`src/hdl/mcu_settings.svh`:
```
`ifndef MCU_SETTINGS_SVH
`define MCU_SETTINGS_SVH

// Widths shared by the memory control unit

// BRAM address width, also the width of a run length
`define MCU_ADDR_W 10

// Word width of the data and grid RAMs and their streams
`define MCU_DATA_W 16

// Word width of the scale RAM and its stream
`define MCU_SCLE_W 16

// A zero length is rejected by the sequencer
// RAM reads take one cycle from en to rddata
// Stream words leave in address order
// No sideband fields travel with a beat

`endif

```
`src/hdl/mcu_pkg.sv`:
```
package mcu_pkg;

  // Global run sequencer
  typedef enum logic [2:0] {
    SEQ_IDLE  = 3'd0,
    SEQ_CHECK = 3'd1,
    SEQ_RUN   = 3'd2,
    SEQ_DONE  = 3'd3,
    SEQ_ERROR = 3'd4
  } seq_state_t;

  // Per-channel BRAM reader
  // DRAIN waits for the buffered words after the final read
  typedef enum logic [1:0] {
    RDR_IDLE  = 2'd0,
    RDR_READ  = 2'd1,
    RDR_DRAIN = 2'd2
  } rdr_state_t;

endpackage

```
`src/hdl/run_ctrl_if.sv`:
```
`timescale 1ns/1ps
`include "mcu_settings.svh"

// Control link between the run logic and one read engine
interface run_ctrl_if;

  // Launch pulse from the sequencer
  logic                   go;
  // Captured run length from the config block
  logic [`MCU_ADDR_W-1:0] length;
  // Pulse when the last beat of the channel is taken
  logic                   done;
  // Reader idle with a zero length
  logic                   len_error;

  modport cfg (
    output length
  );

  modport seq (
    output go,
    input  done,
    input  len_error
  );

  modport rdr (
    input  go,
    input  length,
    output done,
    output len_error
  );

endinterface

```
`src/hdl/run_config.sv`:
```
`timescale 1ns/1ps
`include "mcu_settings.svh"

// Run length registers, loaded once per accepted start
module run_config (
  input  logic                   clk,
  input  logic                   rst,
  input  logic                   load,
  input  logic [`MCU_ADDR_W-1:0] data_size,
  input  logic [`MCU_ADDR_W-1:0] grid_size,
  input  logic [`MCU_ADDR_W-1:0] scle_size,
  run_ctrl_if.cfg                data_cfg,
  run_ctrl_if.cfg                grid_cfg,
  run_ctrl_if.cfg                scle_cfg
);

  logic [`MCU_ADDR_W-1:0] data_len_q;
  logic [`MCU_ADDR_W-1:0] grid_len_q;
  logic [`MCU_ADDR_W-1:0] scle_len_q;

  // Held until the next accepted start
  always_ff @(posedge clk) begin
    if (rst) begin
      data_len_q <= '0;
      grid_len_q <= '0;
      scle_len_q <= '0;
    end else if (load) begin
      data_len_q <= data_size;
      grid_len_q <= grid_size;
      scle_len_q <= scle_size;
    end
  end

  // Lengths seen by the readers
  always_comb begin
    data_cfg.length = data_len_q;
    grid_cfg.length = grid_len_q;
    scle_cfg.length = scle_len_q;
  end

endmodule

```
`src/hdl/op_sequencer.sv`:
```
`timescale 1ns/1ps

// Global run FSM
// Checks the lengths, launches all readers together and
// collects their completions
module op_sequencer (
  input  logic    clk,
  input  logic    rst,
  input  logic    operation_start,
  output logic    load,
  run_ctrl_if.seq data_seq,
  run_ctrl_if.seq grid_seq,
  run_ctrl_if.seq scle_seq,
  output logic    operation_in_progress,
  output logic    operation_complete,
  output logic    operation_error
);

  import mcu_pkg::*;

  seq_state_t state;
  seq_state_t state_next;

  // Sticky completion flags, bit 0 data, bit 1 grid, bit 2 scale
  logic [2:0] done_q;
  logic [2:0] done_in;
  logic       any_len_error;
  logic       launch;

  assign done_in = {scle_seq.done, grid_seq.done, data_seq.done};

  assign any_len_error = data_seq.len_error | grid_seq.len_error | scle_seq.len_error;

  // Start is only taken while idle
  assign load = (state == SEQ_IDLE) && operation_start;

  // Lengths were loaded on the previous edge and are checked here
  assign launch = (state == SEQ_CHECK) && !any_len_error;

  assign data_seq.go = launch;
  assign grid_seq.go = launch;
  assign scle_seq.go = launch;

  always_comb begin
    state_next = state;
    case (state)
      SEQ_IDLE: begin
        if (operation_start) begin
          state_next = SEQ_CHECK;
        end
      end
      SEQ_CHECK: begin
        if (any_len_error) begin
          state_next = SEQ_ERROR;
        end else begin
          state_next = SEQ_RUN;
        end
      end
      SEQ_RUN: begin
        if (&done_q) begin
          state_next = SEQ_DONE;
        end
      end
      SEQ_DONE: begin
        state_next = SEQ_IDLE;
      end
      SEQ_ERROR: begin
        state_next = SEQ_IDLE;
      end
      default: begin
        state_next = SEQ_IDLE;
      end
    endcase
  end

  always_ff @(posedge clk) begin
    if (rst) begin
      state  <= SEQ_IDLE;
      done_q <= '0;
    end else begin
      state <= state_next;
      if (launch) begin
        done_q <= '0;
      end else if (state == SEQ_RUN) begin
        done_q <= done_q | done_in;
      end
    end
  end

  // Status decoded from the registered state
  assign operation_in_progress = (state == SEQ_CHECK) || (state == SEQ_RUN);
  assign operation_complete    = (state == SEQ_DONE);
  assign operation_error       = (state == SEQ_ERROR);

endmodule

```
`src/hdl/bram_stream_reader.sv`:
```
`timescale 1ns/1ps
`include "mcu_settings.svh"

// Walks one BRAM from address zero and streams the words out
// A two-entry buffer absorbs the read latency under back-pressure
module bram_stream_reader #(
  parameter int WORD_W = `MCU_DATA_W
) (
  input  logic                   clk,
  input  logic                   rst,
  run_ctrl_if.rdr                ctrl,
  output logic                   bram_en,
  output logic [`MCU_ADDR_W-1:0] bram_addr,
  input  logic [WORD_W-1:0]      bram_rddata,
  output logic [WORD_W-1:0]      tdata,
  output logic                   tvalid,
  input  logic                   tready,
  output logic                   tlast
);

  import mcu_pkg::*;

  rdr_state_t state;

  logic [`MCU_ADDR_W-1:0] addr_q;
  logic [`MCU_ADDR_W-1:0] last_addr;
  logic                   final_rd;

  // Read issued last cycle, word is on bram_rddata now
  logic rd_pending;
  logic rd_pending_last;

  // Output buffer
  logic [WORD_W-1:0] buf_data [2];
  logic              buf_last [2];
  logic              wr_ptr;
  logic              rd_ptr;
  logic [1:0]        count;

  logic [2:0] occupancy;
  logic       pop;
  logic       has_room;

  assign last_addr = ctrl.length - 1'b1;
  assign final_rd  = (addr_q == last_addr);

  assign pop = tvalid && tready;

  // Stored words plus the one in flight, a pop frees a slot this cycle
  assign occupancy = {1'b0, count} + {2'b00, rd_pending};
  assign has_room  = (occupancy < 3'd2) || pop;

  assign bram_en   = (state == RDR_READ) && has_room;
  assign bram_addr = addr_q;

  always_ff @(posedge clk) begin
    if (rst) begin
      state      <= RDR_IDLE;
      addr_q     <= '0;
      rd_pending <= 1'b0;
    end else begin
      rd_pending <= bram_en;
      case (state)
        RDR_IDLE: begin
          if (ctrl.go) begin
            addr_q <= '0;
            state  <= RDR_READ;
          end
        end
        RDR_READ: begin
          if (bram_en) begin
            addr_q <= addr_q + 1'b1;
            if (final_rd) begin
              state <= RDR_DRAIN;
            end
          end
        end
        RDR_DRAIN: begin
          if (ctrl.done) begin
            state <= RDR_IDLE;
          end
        end
        default: begin
          state <= RDR_IDLE;
        end
      endcase
    end
  end

  // Tag follows the read through the RAM latency
  always_ff @(posedge clk) begin
    if (bram_en) begin
      rd_pending_last <= final_rd;
    end
  end

  always_ff @(posedge clk) begin
    if (rd_pending) begin
      buf_data[wr_ptr] <= bram_rddata;
      buf_last[wr_ptr] <= rd_pending_last;
    end
  end

  always_ff @(posedge clk) begin
    if (rst) begin
      wr_ptr <= 1'b0;
      rd_ptr <= 1'b0;
      count  <= '0;
    end else begin
      if (rd_pending) begin
        wr_ptr <= ~wr_ptr;
      end
      if (pop) begin
        rd_ptr <= ~rd_ptr;
      end
      count <= count + {1'b0, rd_pending} - {1'b0, pop};
    end
  end

  // Head entry stays put until it is taken
  assign tvalid = (count != 2'd0);
  assign tdata  = buf_data[rd_ptr];
  assign tlast  = tvalid && buf_last[rd_ptr];

  assign ctrl.done      = (state == RDR_DRAIN) && pop && tlast;
  assign ctrl.len_error = (state == RDR_IDLE) && (ctrl.length == '0);

endmodule

```
`src/hdl/mcu_top.sv`:
```
`timescale 1ns/1ps
`include "mcu_settings.svh"

// Memory-to-stream control unit
module mcu_top (
  input  logic                   clk,
  input  logic                   rst,

  // Run control
  input  logic                   operation_start,
  input  logic [`MCU_ADDR_W-1:0] data_size,
  input  logic [`MCU_ADDR_W-1:0] grid_size,
  input  logic [`MCU_ADDR_W-1:0] scle_size,

  // Data RAM
  output logic                   data_bram_en,
  output logic [`MCU_ADDR_W-1:0] data_bram_addr,
  input  logic [`MCU_DATA_W-1:0] data_bram_rddata,

  // Grid RAM
  output logic                   grid_bram_en,
  output logic [`MCU_ADDR_W-1:0] grid_bram_addr,
  input  logic [`MCU_DATA_W-1:0] grid_bram_rddata,

  // Scale RAM
  output logic                   scle_bram_en,
  output logic [`MCU_ADDR_W-1:0] scle_bram_addr,
  input  logic [`MCU_SCLE_W-1:0] scle_bram_rddata,

  // Output streams
  output logic [`MCU_DATA_W-1:0] m_axis_data_tdata,
  output logic                   m_axis_data_tvalid,
  input  logic                   m_axis_data_tready,
  output logic                   m_axis_data_tlast,

  output logic [`MCU_DATA_W-1:0] m_axis_grid_tdata,
  output logic                   m_axis_grid_tvalid,
  input  logic                   m_axis_grid_tready,
  output logic                   m_axis_grid_tlast,

  output logic [`MCU_SCLE_W-1:0] m_axis_scle_tdata,
  output logic                   m_axis_scle_tvalid,
  input  logic                   m_axis_scle_tready,
  output logic                   m_axis_scle_tlast,

  // Status
  output logic                   operation_in_progress,
  output logic                   operation_complete,
  output logic                   operation_error
);

  logic load;

  run_ctrl_if data_ctrl ();
  run_ctrl_if grid_ctrl ();
  run_ctrl_if scle_ctrl ();

  run_config u_cfg (
    .clk      (clk),
    .rst      (rst),
    .load     (load),
    .data_size(data_size),
    .grid_size(grid_size),
    .scle_size(scle_size),
    .data_cfg (data_ctrl),
    .grid_cfg (grid_ctrl),
    .scle_cfg (scle_ctrl)
  );

  op_sequencer u_seq (
    .clk                  (clk),
    .rst                  (rst),
    .operation_start      (operation_start),
    .load                 (load),
    .data_seq             (data_ctrl),
    .grid_seq             (grid_ctrl),
    .scle_seq             (scle_ctrl),
    .operation_in_progress(operation_in_progress),
    .operation_complete   (operation_complete),
    .operation_error      (operation_error)
  );

  bram_stream_reader #(.WORD_W(`MCU_DATA_W)) u_data_rdr (
    .clk        (clk),
    .rst        (rst),
    .ctrl       (data_ctrl),
    .bram_en    (data_bram_en),
    .bram_addr  (data_bram_addr),
    .bram_rddata(data_bram_rddata),
    .tdata      (m_axis_data_tdata),
    .tvalid     (m_axis_data_tvalid),
    .tready     (m_axis_data_tready),
    .tlast      (m_axis_data_tlast)
  );

  bram_stream_reader #(.WORD_W(`MCU_DATA_W)) u_grid_rdr (
    .clk        (clk),
    .rst        (rst),
    .ctrl       (grid_ctrl),
    .bram_en    (grid_bram_en),
    .bram_addr  (grid_bram_addr),
    .bram_rddata(grid_bram_rddata),
    .tdata      (m_axis_grid_tdata),
    .tvalid     (m_axis_grid_tvalid),
    .tready     (m_axis_grid_tready),
    .tlast      (m_axis_grid_tlast)
  );

  // Scale table has its own word width
  bram_stream_reader #(.WORD_W(`MCU_SCLE_W)) u_scle_rdr (
    .clk        (clk),
    .rst        (rst),
    .ctrl       (scle_ctrl),
    .bram_en    (scle_bram_en),
    .bram_addr  (scle_bram_addr),
    .bram_rddata(scle_bram_rddata),
    .tdata      (m_axis_scle_tdata),
    .tvalid     (m_axis_scle_tvalid),
    .tready     (m_axis_scle_tready),
    .tlast      (m_axis_scle_tlast)
  );

endmodule

```
`config.mk`:
```
export PLATFORM = sky130hd
export DESIGN_NAME = mcu_top
export DESIGN_NICKNAME = d
export VERILOG_FILES = /design/src/hdl/mcu_pkg.sv /design/src/hdl/run_ctrl_if.sv /design/src/hdl/run_config.sv /design/src/hdl/op_sequencer.sv /design/src/hdl/bram_stream_reader.sv /design/src/hdl/mcu_top.sv
export VERILOG_INCLUDE_DIRS = /design/src /design/src/hdl
export SDC_FILE = /design/constraint.sdc
export NUM_CORES = 1
export LEC_CHECK = 0
export ABC_AREA = 0
export BUFFER_PORTS_ARGS = -buffer_cell sky130_fd_sc_hd__clkbuf_2
export CAP_MARGIN = 25
export CORE_MARGIN = 2
export CORE_UTILIZATION = 40
export CTS_BUF_LIST = sky130_fd_sc_hd__clkbuf_16
export CTS_CLUSTER_SIZE = 40
export DETAILED_ROUTE_END_ITERATION = 7
export GPL_TIMING_DRIVEN = 0
export SYNTH_ARGS = -nofsm -noshare
export SYNTH_HDL_FRONTEND = slang
export SYNTH_SLANG_ARGS = --single-unit
```
`constraint.sdc`:
```
create_clock -name clk -period 4 [get_ports clk]
set_input_delay 0.6 -clock clk [delete_from_list [all_inputs] [get_ports clk]]
set_output_delay 0.6 -clock clk [all_outputs]
set_load 0.05 [all_outputs]
```
Word-level counts from Yosys, hierarchy flattened:

Memory sizes are Yosys's and may differ from the RTL's. A register that Yosys moved wholly into a read port is not among the register bits.
Cells that the tools add are included.

* reduce and logical (&&, ||, !) cells: 47
* equal/unequal tests: 27
* order comparisons: 3
* bitwise gates (word level): 9
* multiplexer cells: 42
* add/subtract/negate cells: 15

Operator list (count)
* $pmux 10 s2: 3
* $mux 10: 4
* $add 10x1->10 const B: 3
* $eq 10x10->1: 3
* $logic_not 10->1: 3
* $sub 10x1->10 const B: 3
* $logic_and 1x1->1: 20
* $mux 2: 10
* $ne 2x2->1 const B: 10
* $mux 1: 18
* $pmux 2 s3: 3
* $reduce_and 3->1: 4
* $reduce_and 4->1: 3
* $reduce_bool 2->1: 6
* $add 2x1->3: 3
* $lt 3x2->1 const B: 3
* $mux 3: 3
* $pmux 3 s3: 1
* $ne 2x1->1 const B: 4
* $add 2x1->2: 3
* $eq 2x1->1 const B: 3
* $eq 2x2->1 const B: 3
* $eq 3x2->1 const B: 2
* $logic_not 2->1: 3
* other kinds (11): 22

* word-level logic and storage cells: 175
* memories: 6
* input port bits: 84
* bits in registers: 90
* memory bits (writable): 102
* output and inout port bits: 90

Memory list
* u_data_rdr.buf_data: depth 2, width 16, rd ports 1, clocked after memory_dff 1, write ports 1, RTL line bram_stream_reader.sv:34 `logic [WORD_W-1:0] buf_data [2];`
* u_grid_rdr.buf_data: depth 2, width 16, rd ports 1, clocked after memory_dff 1, write ports 1, RTL line bram_stream_reader.sv:34
* u_scle_rdr.buf_data: depth 2, width 16, rd ports 1, clocked after memory_dff 1, write ports 1, RTL line bram_stream_reader.sv:34
* u_data_rdr.buf_last: depth 2, width 1, rd ports 1, clocked after memory_dff 1, write ports 1, RTL line bram_stream_reader.sv:35 `logic buf_last [2];`
* u_grid_rdr.buf_last: depth 2, width 1, rd ports 1, clocked after memory_dff 1, write ports 1, RTL line bram_stream_reader.sv:35
* u_scle_rdr.buf_last: depth 2, width 1, rd ports 1, clocked after memory_dff 1, write ports 1, RTL line bram_stream_reader.sv:35

Depth between registers and ports, before layout:

Gate-level depths: netlist of the first run.

* depth after elaboration: 8
* mapped depth: 10
* gate-level depth less buffers: 10

Cells and area by module:

From an unflattened synthesis of the first run, not the netlist that was laid out.

* cells, all modules: 731
* area total of the unflattened synthesis: 8699.6 µm²

Modules (own cells, without submodules)
* bram_stream_reader at u_data_rdr: area each 2458.6 µm², cells each 205, seq. area each 1411.4 µm², times used 1
* bram_stream_reader at u_scle_rdr: area each 2428.6 µm², cells each 202, seq. area each 1411.4 µm², times used 1
* bram_stream_reader at u_grid_rdr: area each 2424.8 µm², cells each 197, seq. area each 1411.4 µm², times used 1
* run_config: area each 1096.1 µm², cells each 97, seq. area each 600.6 µm², times used 1
* op_sequencer: area each 291.5 µm², cells each 30, seq. area each 120.1 µm², times used 1

Worst setup path before layout of the first run:

No wires, ideal clock.

* path kind: input to register
* from: input m_axis_data_tready
* to: register u_data_rdr.addr_q[6], in the netlist u_data_rdr.bram_addr[6]
* slack: 1.631 ns
* arrival time: 2.245 ns
* stages on the path: 6
* required time: 3.876 ns
* cells stage by stage: inv_1 > a211oi_2 > nand4_1 > nor2_1 > xnor2_1 > nor2_1

* word-level cells in the longest chain between the ends: 5

Ends and longest elaborated chain
* from (decl): RTL line mcu_top.sv:33 `input logic m_axis_data_tready,`
* $logic_and 1x1->1: RTL line bram_stream_reader.sv:47 `assign pop = tvalid && tready;`
* $logic_or 1x1->1: RTL line bram_stream_reader.sv:51 `assign has_room = (occupancy < 3'd2) || pop;`
* $logic_and 1x1->1: RTL line bram_stream_reader.sv:53 `assign bram_en = (state == RDR_READ) && has_room;`
* named net data_bram_en: RTL line mcu_top.sv:16 `output logic data_bram_en,`
* $ne 2x2->1 (no line)
* $reduce_and 3->1 (no line)
* to (signal assigned): RTL line bram_stream_reader.sv:72 `addr_q <= addr_q + 1'b1;`
* to (decl): RTL line bram_stream_reader.sv:25 `` logic [`MCU_ADDR_W-1:0] addr_q; ``

The timed path passes the listed nets, and every way through them passes these cells.
A chain may end at the register's enable or synchronous reset.

==> results of run 1 <==
-- worst paths after layout --
path / cells after the start / to / slack, ns / start
max: 4 / m_axis_data_tdata[8] / 1.12 / flip-flop
min reg2reg: 0 / u_grid_rdr.buf_last[1] / 0.46 / u_grid_rdr.rd_pending_last
min: 1 / u_data_rdr.buf_data[1][10] / 0.35 / data_bram_rddata[10]
max reg2reg: 9 / u_scle_rdr.bram_addr[9] / 1.37 / u_cfg.scle_cfg.length[0]
-- flip-flops by register name, indices dropped and copies added (netlist names), 3 cells and up, named ones only --
register               cells
u_cfg.data_cfg.length     10
u_cfg.grid_cfg.length     10
u_cfg.scle_cfg.length     10
u_data_rdr.bram_addr      10
u_data_rdr.buf_data       32
u_grid_rdr.bram_addr      10
u_grid_rdr.buf_data       32
u_scle_rdr.bram_addr      10
u_scle_rdr.buf_data       32
u_seq.done_q               3
u_seq.state                3
-- worst max-delay path, stage by stage (launching register included) --
cell	delay (ns)
dfxtp_1	0.31
clkbuf_1	0.37
buf_1	0.53
mux2_2	0.41
clkbuf_2	0.24
-- where the power goes --
group | switching (mW) | leakage, nW | total, mW | internal (mW)
combinational | 1.02 | 2.10 | 1.51 | 0.489
sequential | 0.0806 | 1.68 | 2.30 | 2.22
clock | 0.825 | 0.286 | 1.66 | 0.835
-- logic make-up (layout without fill, tap and decap cells) --
kind of cell / after synthesis / in the layout / synth area share [%]
fa+ha+maj: 12 / 12 / 1.734
buf+inv: 64 / 269 / 3.005
xor+xnor: 74 / 74 / 7.483
flops: 195 / 195 / 57.21
compound gates: 95 / 95 / 7.295
mux: 54 / 54 / 6.949
simple gates: 276 / 276 / 16.32
-- synthesized netlist by cell type, drive strengths merged (3+ instances only) --
cell type  instances
buf                8
nor3              23
nand4             10
nand2b             6
mux2              49
o41ai              3
nor4b              5
nor2b              7
and2              10
a21o               4
nor3b              3
inv               29
clkbuf            27
a41oi              3
a2111oi            3
and3               8
a211oi             8
o21ai             13
nand2             80
a21oi             40
or4                6
nand3b             3
mux2i              5
nand3             15
nor4              10
o31ai              7
nor2              78
a31oi              4
or3b               4
dfxtp             90
xor2              30
xnor2             44
ha                12
edfxtp           105
-- layout by cell type, fill, tap and decap left out, types with 7 or more instances in the layout --
cell type	netlist	layout
inv_1	29	30
clkbuf_1	27	27
o21ai_0	12	12
nand2_1	80	80
nor2b_1	7	7
xor2_1	30	30
nand3_1	15	15
a21oi_1	40	40
nor4_1	7	7
clkbuf_2	0	173
nor2_1	78	75
and3_1	8	8
xnor2_1	44	44
dfxtp_1	90	90
nand4_1	10	10
nor3_1	22	22
edfxtp_1	105	105
and2_1	9	9
mux2_2	49	49
ha_1	12	12
clkbuf_16	0	17
-- stage by stage --
step | cell area (um^2) | power (mW) | hold WS (ns)
2_1_floorplan | 8661 | 3.507 | 0.4215
3_3_place_gp | 9871 | 3.855 | 0.4241
3_5_place_dp | 9878 | 3.863 | 0.4405
4_1_cts | 10460 | 5.530 | 0.3317
5_1_grt | 10460 | 5.732 | 0.3290
6_report | 10460 | 5.470 | 0.3519
-- cell type report --
| type | count | area [um^2] |
|---|---|---|
| Buffer | 35 | 151.4 |
| Tap cell | 275 | 344.1 |
| Inverter | 29 | 108.9 |
| Fill cell | 2002 | 10690 |
| Clock buffer | 17 | 425.4 |
| Multi-Input combinational cell | 511 | 3453 |
| Sequential cell | 195 | 4955 |
| Timing Repair Buffer | 173 | 865.8 |
| Clock inverter | 15 | 160.2 |
-- metal layers --
metal / GRT usage, % / up-vias
met5: 0 / -
met4: 4.860 / 0
met3: 3.765 / 19
met2: 27.52 / 154
met1: 22.04 / 2857
li1: - / 3119
==> flow_summary.yaml, run 1 <==
place:
  dp_cells: 1218
  place_ws_ns: 1.400
  globalplace.congestion: 0.7812
  post-dp-hpwl_um: 14040
  port_buffers: 173
run:
  max_cap_viol_count: 0
sta:
  fin_skew_ns: 0.01379
  grt_setup_unrepaired: "false"
  fin_ws_ns: 1.120
  finalSetupViolCount: 0
  tns_ns: 0
  fin_crit_sh_pct: 72.01
  max_slew_margin_pct: 37.76
  tightest_slew_ns: 0.9326
  hold_viol: 0
  slew_viol_final: 0
  min_period_ns: 2.880
  clock.fmax_mhz: 347.2
finish:
  nets: 1058
  synthToLayoutAreaGrowth_pct: 20.82
  fin_util_pct: 49.46
  final_cells: 1250
  post_route_cells_drive_above_1_share_pct: 28.62
  antennaDiodeCount: 0
worst_setup_path:
  end_kind: "primary output"
  cp_max_fo: 10
  required_ns: 3.40
  crit_type: "flip-flop to primary output"
  arrival_ns: 2.28
  cp-start-kind: "flip-flop"
synthesis:
  yosys_warnings: 0
  ys.flop_type: "edfxtp_1"
  synth_top_area_share_pct: 36.41
  synthCells: 770
  ys_seq_area_share_pct: 57.21
  yosysTopAreaCell: "edfxtp_1"
  synth_edf_count: 105
  synth_fp_nets: 866
  ys_types: 60
  avgSynthCellArea_um2: 11.25
  synthesis.area_mm2: 0.008661
  ys_top_cells_by_area: "edfxtp_1 (36%), dfxtp_1 (21%), mux2_2 (6.4%)"
  ys_ff_latch: 195
  async_flop_share_pct: 0
global_route:
  grt_pass1_wl_um: 29750
  grt_pass1_vias: 5850
  grt_start_max_net_pins: 21
  grtUsageTotal_pct: 16.68
  antenna_found_initial: 0
  grt-ovfl-total: 0
clock_tree:
  clock_path_buffers: 2
  cts_setup_buffers: 0
  cts_hold_buf: 0
  cts_made_buffers: 17
  insertion_delay_ns: 0.43
  ctsResizeCount: 0
  root_buffer: "clkbuf_16"
  cts_max_level: 4
  path_clk_slew_ns: 0.08
  clock_sinks: 195
  cts_tree: "built"
pwr:
  peakVddDrop_mv: 0.2674
  power_density_mw_per_mm2: 522.8
  leakagePower_nw: 4.068
detailed_routing:
  ant_nets: 0
  dr.first_iter.drc_count: 340
  routedWlPerCell_um: 15.37
  wl_um: 19220
  remaining_drc_errors: 0
  wl_met1_um: 8919
  first_pass_iters: 4
  highest_layer: "met4"
  vias: 6149
  met2_length_um: 8935
  wl_met3_um: 1099
  routed_via_density: 4.919
floorplanning:
  die_w_um: 151.1
  num_rows: 53
  dieArea_mm2: 0.02284
  die_h_um: 151.1
  coreArea_mm2: 0.02115
  initial_core_util_pct: 40.94
  ios: 174
hold_path:
  holdCritPathClass: "input port to flip-flop"
run_status:
  status: "complete, no violations"
(Power assumes the default switching activity.)
==> run 2, diff against run 1 <==
==> constraint.sdc (replaced) <==
create_clock -name clk -period 2.78 [get_ports clk]
set_input_delay 0.417 -clock clk [delete_from_list [all_inputs] [get_ports clk]]
set_output_delay 0.417 -clock clk [all_outputs]
set_load 0.05 [all_outputs]
==> run 2 against run 1 <==
- register-to-register slack got worse by 1.2 ns
- clock skew about the same
- global-route usage unchanged
- power increased by 44%
- largest cell class unchanged
- combinational power increased by 44%
- count of clock-buffer cells in the layout unchanged
- sequential power increased by 43%
- die area unchanged
==> flow_summary.yaml, run 2 (synthesis gave the netlist of run 1 again) <==
run_status:
  status: "complete, no violations"
run:
  max_cap_viol_count: 0
sta:
  slew_viol_final: 0
  finalSetupViolCount: 0
  hold_viol: 0
  tightest_slew_ns: 0.9346
  max_slew_margin_pct: 37.63
  fin_skew_ns: 0.01379
  fin_crit_sh_pct: 94.47
  hold_ws_ns: 0.1689
  tns_ns: 0
  clock.fmax_mhz: 380.8
  min_period_ns: 2.626
  grt_setup_unrepaired: "false"
hold_path:
  holdCritPathClass: "input port to flip-flop"
  hold_path_end: "u_data_rdr.buf_data[1][10]"
  worstHoldStart: "data_bram_rddata[10]"
  min_path_cells: 1
finish:
  nets: 1058
  fin_util_pct: 49.48
  final_cell_mix: "clkbuf_2 (176), edfxtp_1 (105), dfxtp_1 (90)"
  synthToLayoutAreaGrowth_pct: 20.86
  post_route_cells_drive_above_1_share_pct: 28.92
  reg_top3: "u_data_rdr.buf_data (32), u_grid_rdr.buf_data (32), u_scle_rdr.buf_data (32)"
  final_common_cell: "clkbuf_2"
  antennaDiodeCount: 0
worst_setup_path:
  cp_cell_sequence: "inv_1 -> ha_1 -> or3b_1 -> nor4_4 -> nor3_2 -> and2_4 -> buf_6 -> a21o_4 -> nor2_1"
  crit_type: "flip-flop to flip-flop"
  cp-start-kind: "flip-flop"
  required_ns: 3.14
  regToRegSetupSlack_ns: 0.15
  reg2reg_to: "u_scle_rdr.bram_addr[9]"
  cp_max_fo: 8
  crit_cells: 9
  arrival_ns: 2.99
  slowest_delay_ns: 0.48
  rr_worst_depth: 9
  cp_top_family: "simple AND/OR/NAND/NOR gates"
  timing.rr.start: "u_cfg.scle_cfg.length[0]"
  crit_buf_inv: 2
  end_kind: "flip-flop"
  critPathSlowestCell: "or3b_1"
global_route:
  antenna_found_initial: 0
  grt_start_max_net_pins: 21
  grtUsageTotal_pct: 16.68
  grt-ovfl-total: 0
  grt_pass1_vias: 5850
  grt_pass1_wl_um: 29750
floorplanning:
  die_w_um: 151.1
  dieArea_mm2: 0.02284
  initial_core_util_pct: 40.94
  ios: 174
  num_rows: 53
  die_h_um: 151.1
  coreArea_mm2: 0.02115
detailed_routing:
  routedWlPerCell_um: 15.37
  routed_via_density: 4.919
  dr.first_iter.drc_count: 339
  ant_nets: 0
  first_pass_iters: 5
  remaining_drc_errors: 0
  vias: 6149
  wl_um: 19210
clock_tree:
  cts_made_buffers: 17
  root_buffer: "clkbuf_16"
  cts_max_level: 4
  insertion_delay_ns: 0.43
  cts_hold_buf: 0
  cts_tree: "built"
  clock_path_buffers: 2
  cts_setup_buffers: 0
  clock_sinks: 195
  path_clk_slew_ns: 0.08
  ctsResizeCount: 0
pwr:
  pwr-share-clk_pct: 30.3
  combPwrFrac_pct: 27.7
  intPower_mw: 5.097
  power_density_mw_per_mm2: 752.0
  peakVddDrop_mv: 0.3847
  pwr-share-seq_pct: 42.0
  switchingPower_mw: 2.775
  leakagePower_nw: 4.078
  switching_share_pct: 35.25
place:
  port_buffers: 173
  globalplace.congestion: 0.7812
  post-dp-hpwl_um: 14040
[run 2: metal layers]
layer / wire (um) / share of wire, % / GRT usage [%]
met3: 1103 / 5.7 / 3.765
met5: 0 / 0 / 0
met2: 8955 / 47 / 27.52
met1: 8889 / 46 / 22.04
met4: 260 / 1.4 / 4.860
[run 2: final cells by class]
type	instances	area (um^2)
Fill cell	2002	10690
Sequential cell	195	4955
Multi-Input combinational cell	511	3453
Timing Repair Buffer	173	865.8
Clock buffer	17	425.4
Tap cell	275	344.1
Clock inverter	15	160.2
Buffer	35	155.1
Inverter	29	108.9
[run 2: how the worst max path moves through the flow]
stage | slack [ns] | to | startpoint
2_1_floorplan | 0.44 | u_grid_rdr.bram_addr[8] | u_grid_rdr.bram_addr[2]
3_3_place_gp | 0.17 | u_scle_rdr.bram_addr[7] | u_cfg.scle_cfg.length[0]
3_5_place_dp | 0.18 | u_scle_rdr.bram_addr[7] | u_cfg.scle_cfg.length[0]
4_1_cts | 0.02 | m_axis_data_tdata[8] | flip-flop
5_1_grt | 0.02 | u_scle_rdr.bram_addr[7] | u_cfg.scle_cfg.length[0]
6_report | 0.15 | u_scle_rdr.bram_addr[9] | u_cfg.scle_cfg.length[0]
[run 2: worst register-to-register path: cells and delay by family (launching register included)]
family | cells | cell delay, ns
compound gates | 1 | 0.25
fa+ha+maj | 1 | 0.29
flops | 1 | 0.37
simple gates | 5 | 1.46
buf+inv | 2 | 0.20
[run 2: through the flow]
step	setup slack [ns]	cells	instance area (um^2)	power, mW
floorplan	0.4357	770	8661	5.046
global placement	0.1718	1218	9871	5.547
detailed placement	0.1801	1218	9878	5.558
CTS	0.02159	1250	10460	7.956
global route	0.01658	1250	10470	8.251
finish	0.1537	1250	10470	7.872
[run 2: power groups by stage]
stage | registers, mW | clock network, mW | logic [mW]
after global placement | 3.37 | 0 | 2.18
final | 3.30 | 2.39 | 2.18
after detailed placement | 3.37 | 0 | 2.19
after floorplan | 3.36 | 0 | 1.69
after global routing | 3.33 | 2.56 | 2.36
after CTS | 3.30 | 2.45 | 2.20
==> run 3, diff against run 2 <==
--- a/config.mk
+++ b/config.mk
@@ -15,6 +15,7 @@
 export CTS_CLUSTER_SIZE = 40
 export DETAILED_ROUTE_END_ITERATION = 7
 export GPL_TIMING_DRIVEN = 0
+export MAX_ROUTING_LAYER = met4
 export SYNTH_ARGS = -nofsm -noshare
 export SYNTH_HDL_FRONTEND = slang
 export SYNTH_SLANG_ARGS = --single-unit
==> run 3 against run 2 <==
- non-clock buffer count stayed put
- first-iteration DRC count is 6.8% higher
- critical path depth stayed put
- final cell count stayed put
- clock skew hardly changed
- utilization stayed put
- fmax is 0.31% higher
- largest cell class unchanged
==> flow_summary.yaml, run 3 (synthesis gave the netlist of run 1 again) <==
run_status:
  status: "complete, no violations"
floorplanning:
  die_h_um: 151.1
  die_w_um: 151.1
  num_rows: 53
  ios: 174
  coreArea_mm2: 0.02115
  dieArea_mm2: 0.02284
  initial_core_util_pct: 40.94
finish:
  regArea_mm2: 0.004955
  fill_cells: 2002
  final_cell_mix: "clkbuf_2 (176), edfxtp_1 (105), dfxtp_1 (90)"
  synthToLayoutAreaGrowth_pct: 20.86
  post_route_cells_drive_above_1_share_pct: 28.92
  reg_top3: "u_data_rdr.buf_data (32), u_grid_rdr.buf_data (32), u_scle_rdr.buf_data (32)"
  final_common_cell: "clkbuf_2"
  nets: 1058
  final_area_mm2: 0.01047
  antennaDiodeCount: 0
  multi_input_area_mm2: 0.003453
sta:
  min_period_ns: 2.618
  fin_skew_ns: 0.01357
  grt_setup_unrepaired: "false"
  clock.fmax_mhz: 381.9
  finalSetupViolCount: 0
  tns_ns: 0
  tightest_slew_ns: 0.9374
  max_slew_margin_pct: 37.44
  hold_viol: 0
  slew_viol_final: 0
  fin_crit_sh_pct: 94.18
worst_setup_path:
  cp_max_fo: 8
  crit_buf_inv: 2
  arrival_ns: 2.98
  slowest_delay_ns: 0.48
  end_kind: "flip-flop"
  cp_top_family: "simple AND/OR/NAND/NOR gates"
  crit_type: "flip-flop to flip-flop"
  critPathSlowestCell: "or3b_1"
  cp_cell_sequence: "inv_1 -> ha_1 -> or3b_1 -> nor4_4 -> nor3_2 -> and2_4 -> buf_6 -> a21o_4 -> nor2_1"
  required_ns: 3.14
  cp-start-kind: "flip-flop"
clock_tree:
  cts_max_level: 4
  cts_hold_buf: 0
  clock_path_buffers: 2
  insertion_delay_ns: 0.43
  clock_sinks: 195
  cts_made_buffers: 17
  path_clk_slew_ns: 0.08
  cts_tree: "built"
  root_buffer: "clkbuf_16"
global_route:
  grtUsageTotal_pct: 17.15
  grt-ovfl-total: 0
  grt_pass1_wl_um: 29730
  grt_start_max_net_pins: 21
  antenna_found_initial: 0
  grt_pass1_vias: 5834
place:
  port_buffers: 173
  place_area_mm2: 0.009878
  post-dp-hpwl_um: 14040
  globalplace.congestion: 0.7920
detailed_routing:
  wl_um: 19210
  routedWlPerCell_um: 15.37
  routed_via_density: 4.950
  remaining_drc_errors: 0
  first_pass_iters: 5
  ant_nets: 0
  vias: 6187
  dr.first_iter.drc_count: 362
pwr:
  leakagePower_nw: 4.078
  peakVddDrop_mv: 0.3855
  power_density_mw_per_mm2: 751.9
hold_path:
  holdCritPathClass: "input port to flip-flop"
run:
  max_cap_viol_count: 0
## run 3: layout make-up
type	count	share of cell area (%)
well taps	275	3.287
clock buffers	17	4.064
plain buffers	35	1.482
repair buffers	173	8.272
clock inverters	15	1.530
flip-flops and latches	195	47.33
multi-input cells	511	32.99
inverters	29	1.040
## run 3: layer usage
metal | GRT usage, % | vias up | share of wire [%]
li1 | - | 3120 | -
met1 | 22.02 | 2893 | 47
met2 | 27.52 | 150 | 47
met3 | 3.735 | 24 | 5.4
met4 | 4.860 | 0 | 1.3
met5 | - | - | 0
## run 3: metrics by stage
step | worst slack (ns) | hold WS [ns] | total power [mW] | cells | util, %
2_1_floorplan | 0.4357 | 0.4215 | 5.046 | 770 | -
3_3_place_gp | 0.1718 | 0.4241 | 5.547 | 1218 | 46.66
3_5_place_dp | 0.1801 | 0.4405 | 5.558 | 1218 | 46.70
4_1_cts | 0.02159 | 0.1487 | 7.956 | 1250 | 49.46
5_1_grt | 0.01658 | 0.1459 | 8.252 | 1250 | 49.48
6_report | 0.1618 | 0.1681 | 7.871 | 1250 | 49.48
## run 3: where the power goes
| part | leakage [nW] | switching [mW] | internal, mW |
|---|---|---|---|
| sequential | 1.68 | 0.116 | 3.19 |
| clock | 0.286 | 1.19 | 1.20 |
| combinational | 2.11 | 1.47 | 0.707 |
## run 3: worst reg2reg max path, delay by kind of cell, from the launching register on
| kind | cells | cell delay, ns |
|---|---|---|
| compound gates | 1 | 0.25 |
| buf+inv | 2 | 0.21 |
| fa+ha+maj | 1 | 0.29 |
| simple gates | 5 | 1.46 |
| flops | 1 | 0.37 |
## run 3: final timing paths
check / startpoint / end / slack [ns] / cells past startpoint
worst max-delay path: u_cfg.scle_cfg.length[0] / u_scle_rdr.bram_addr[9] / 0.16 / 9
worst min-delay path: data_bram_rddata[10] / u_data_rdr.buf_data[1][10] / 0.17 / 1
worst min register to register: u_grid_rdr.rd_pending_last / u_grid_rdr.buf_last[1] / 0.46 / 0
worst max register to register: u_cfg.scle_cfg.length[0] / u_scle_rdr.bram_addr[9] / 0.16 / 9
## run 3: timing repair
item                       4_1_cts  5_1_grt
setup buffers                    0        0
setup endpoints to repair        0       30
gates resized for setup          0        5
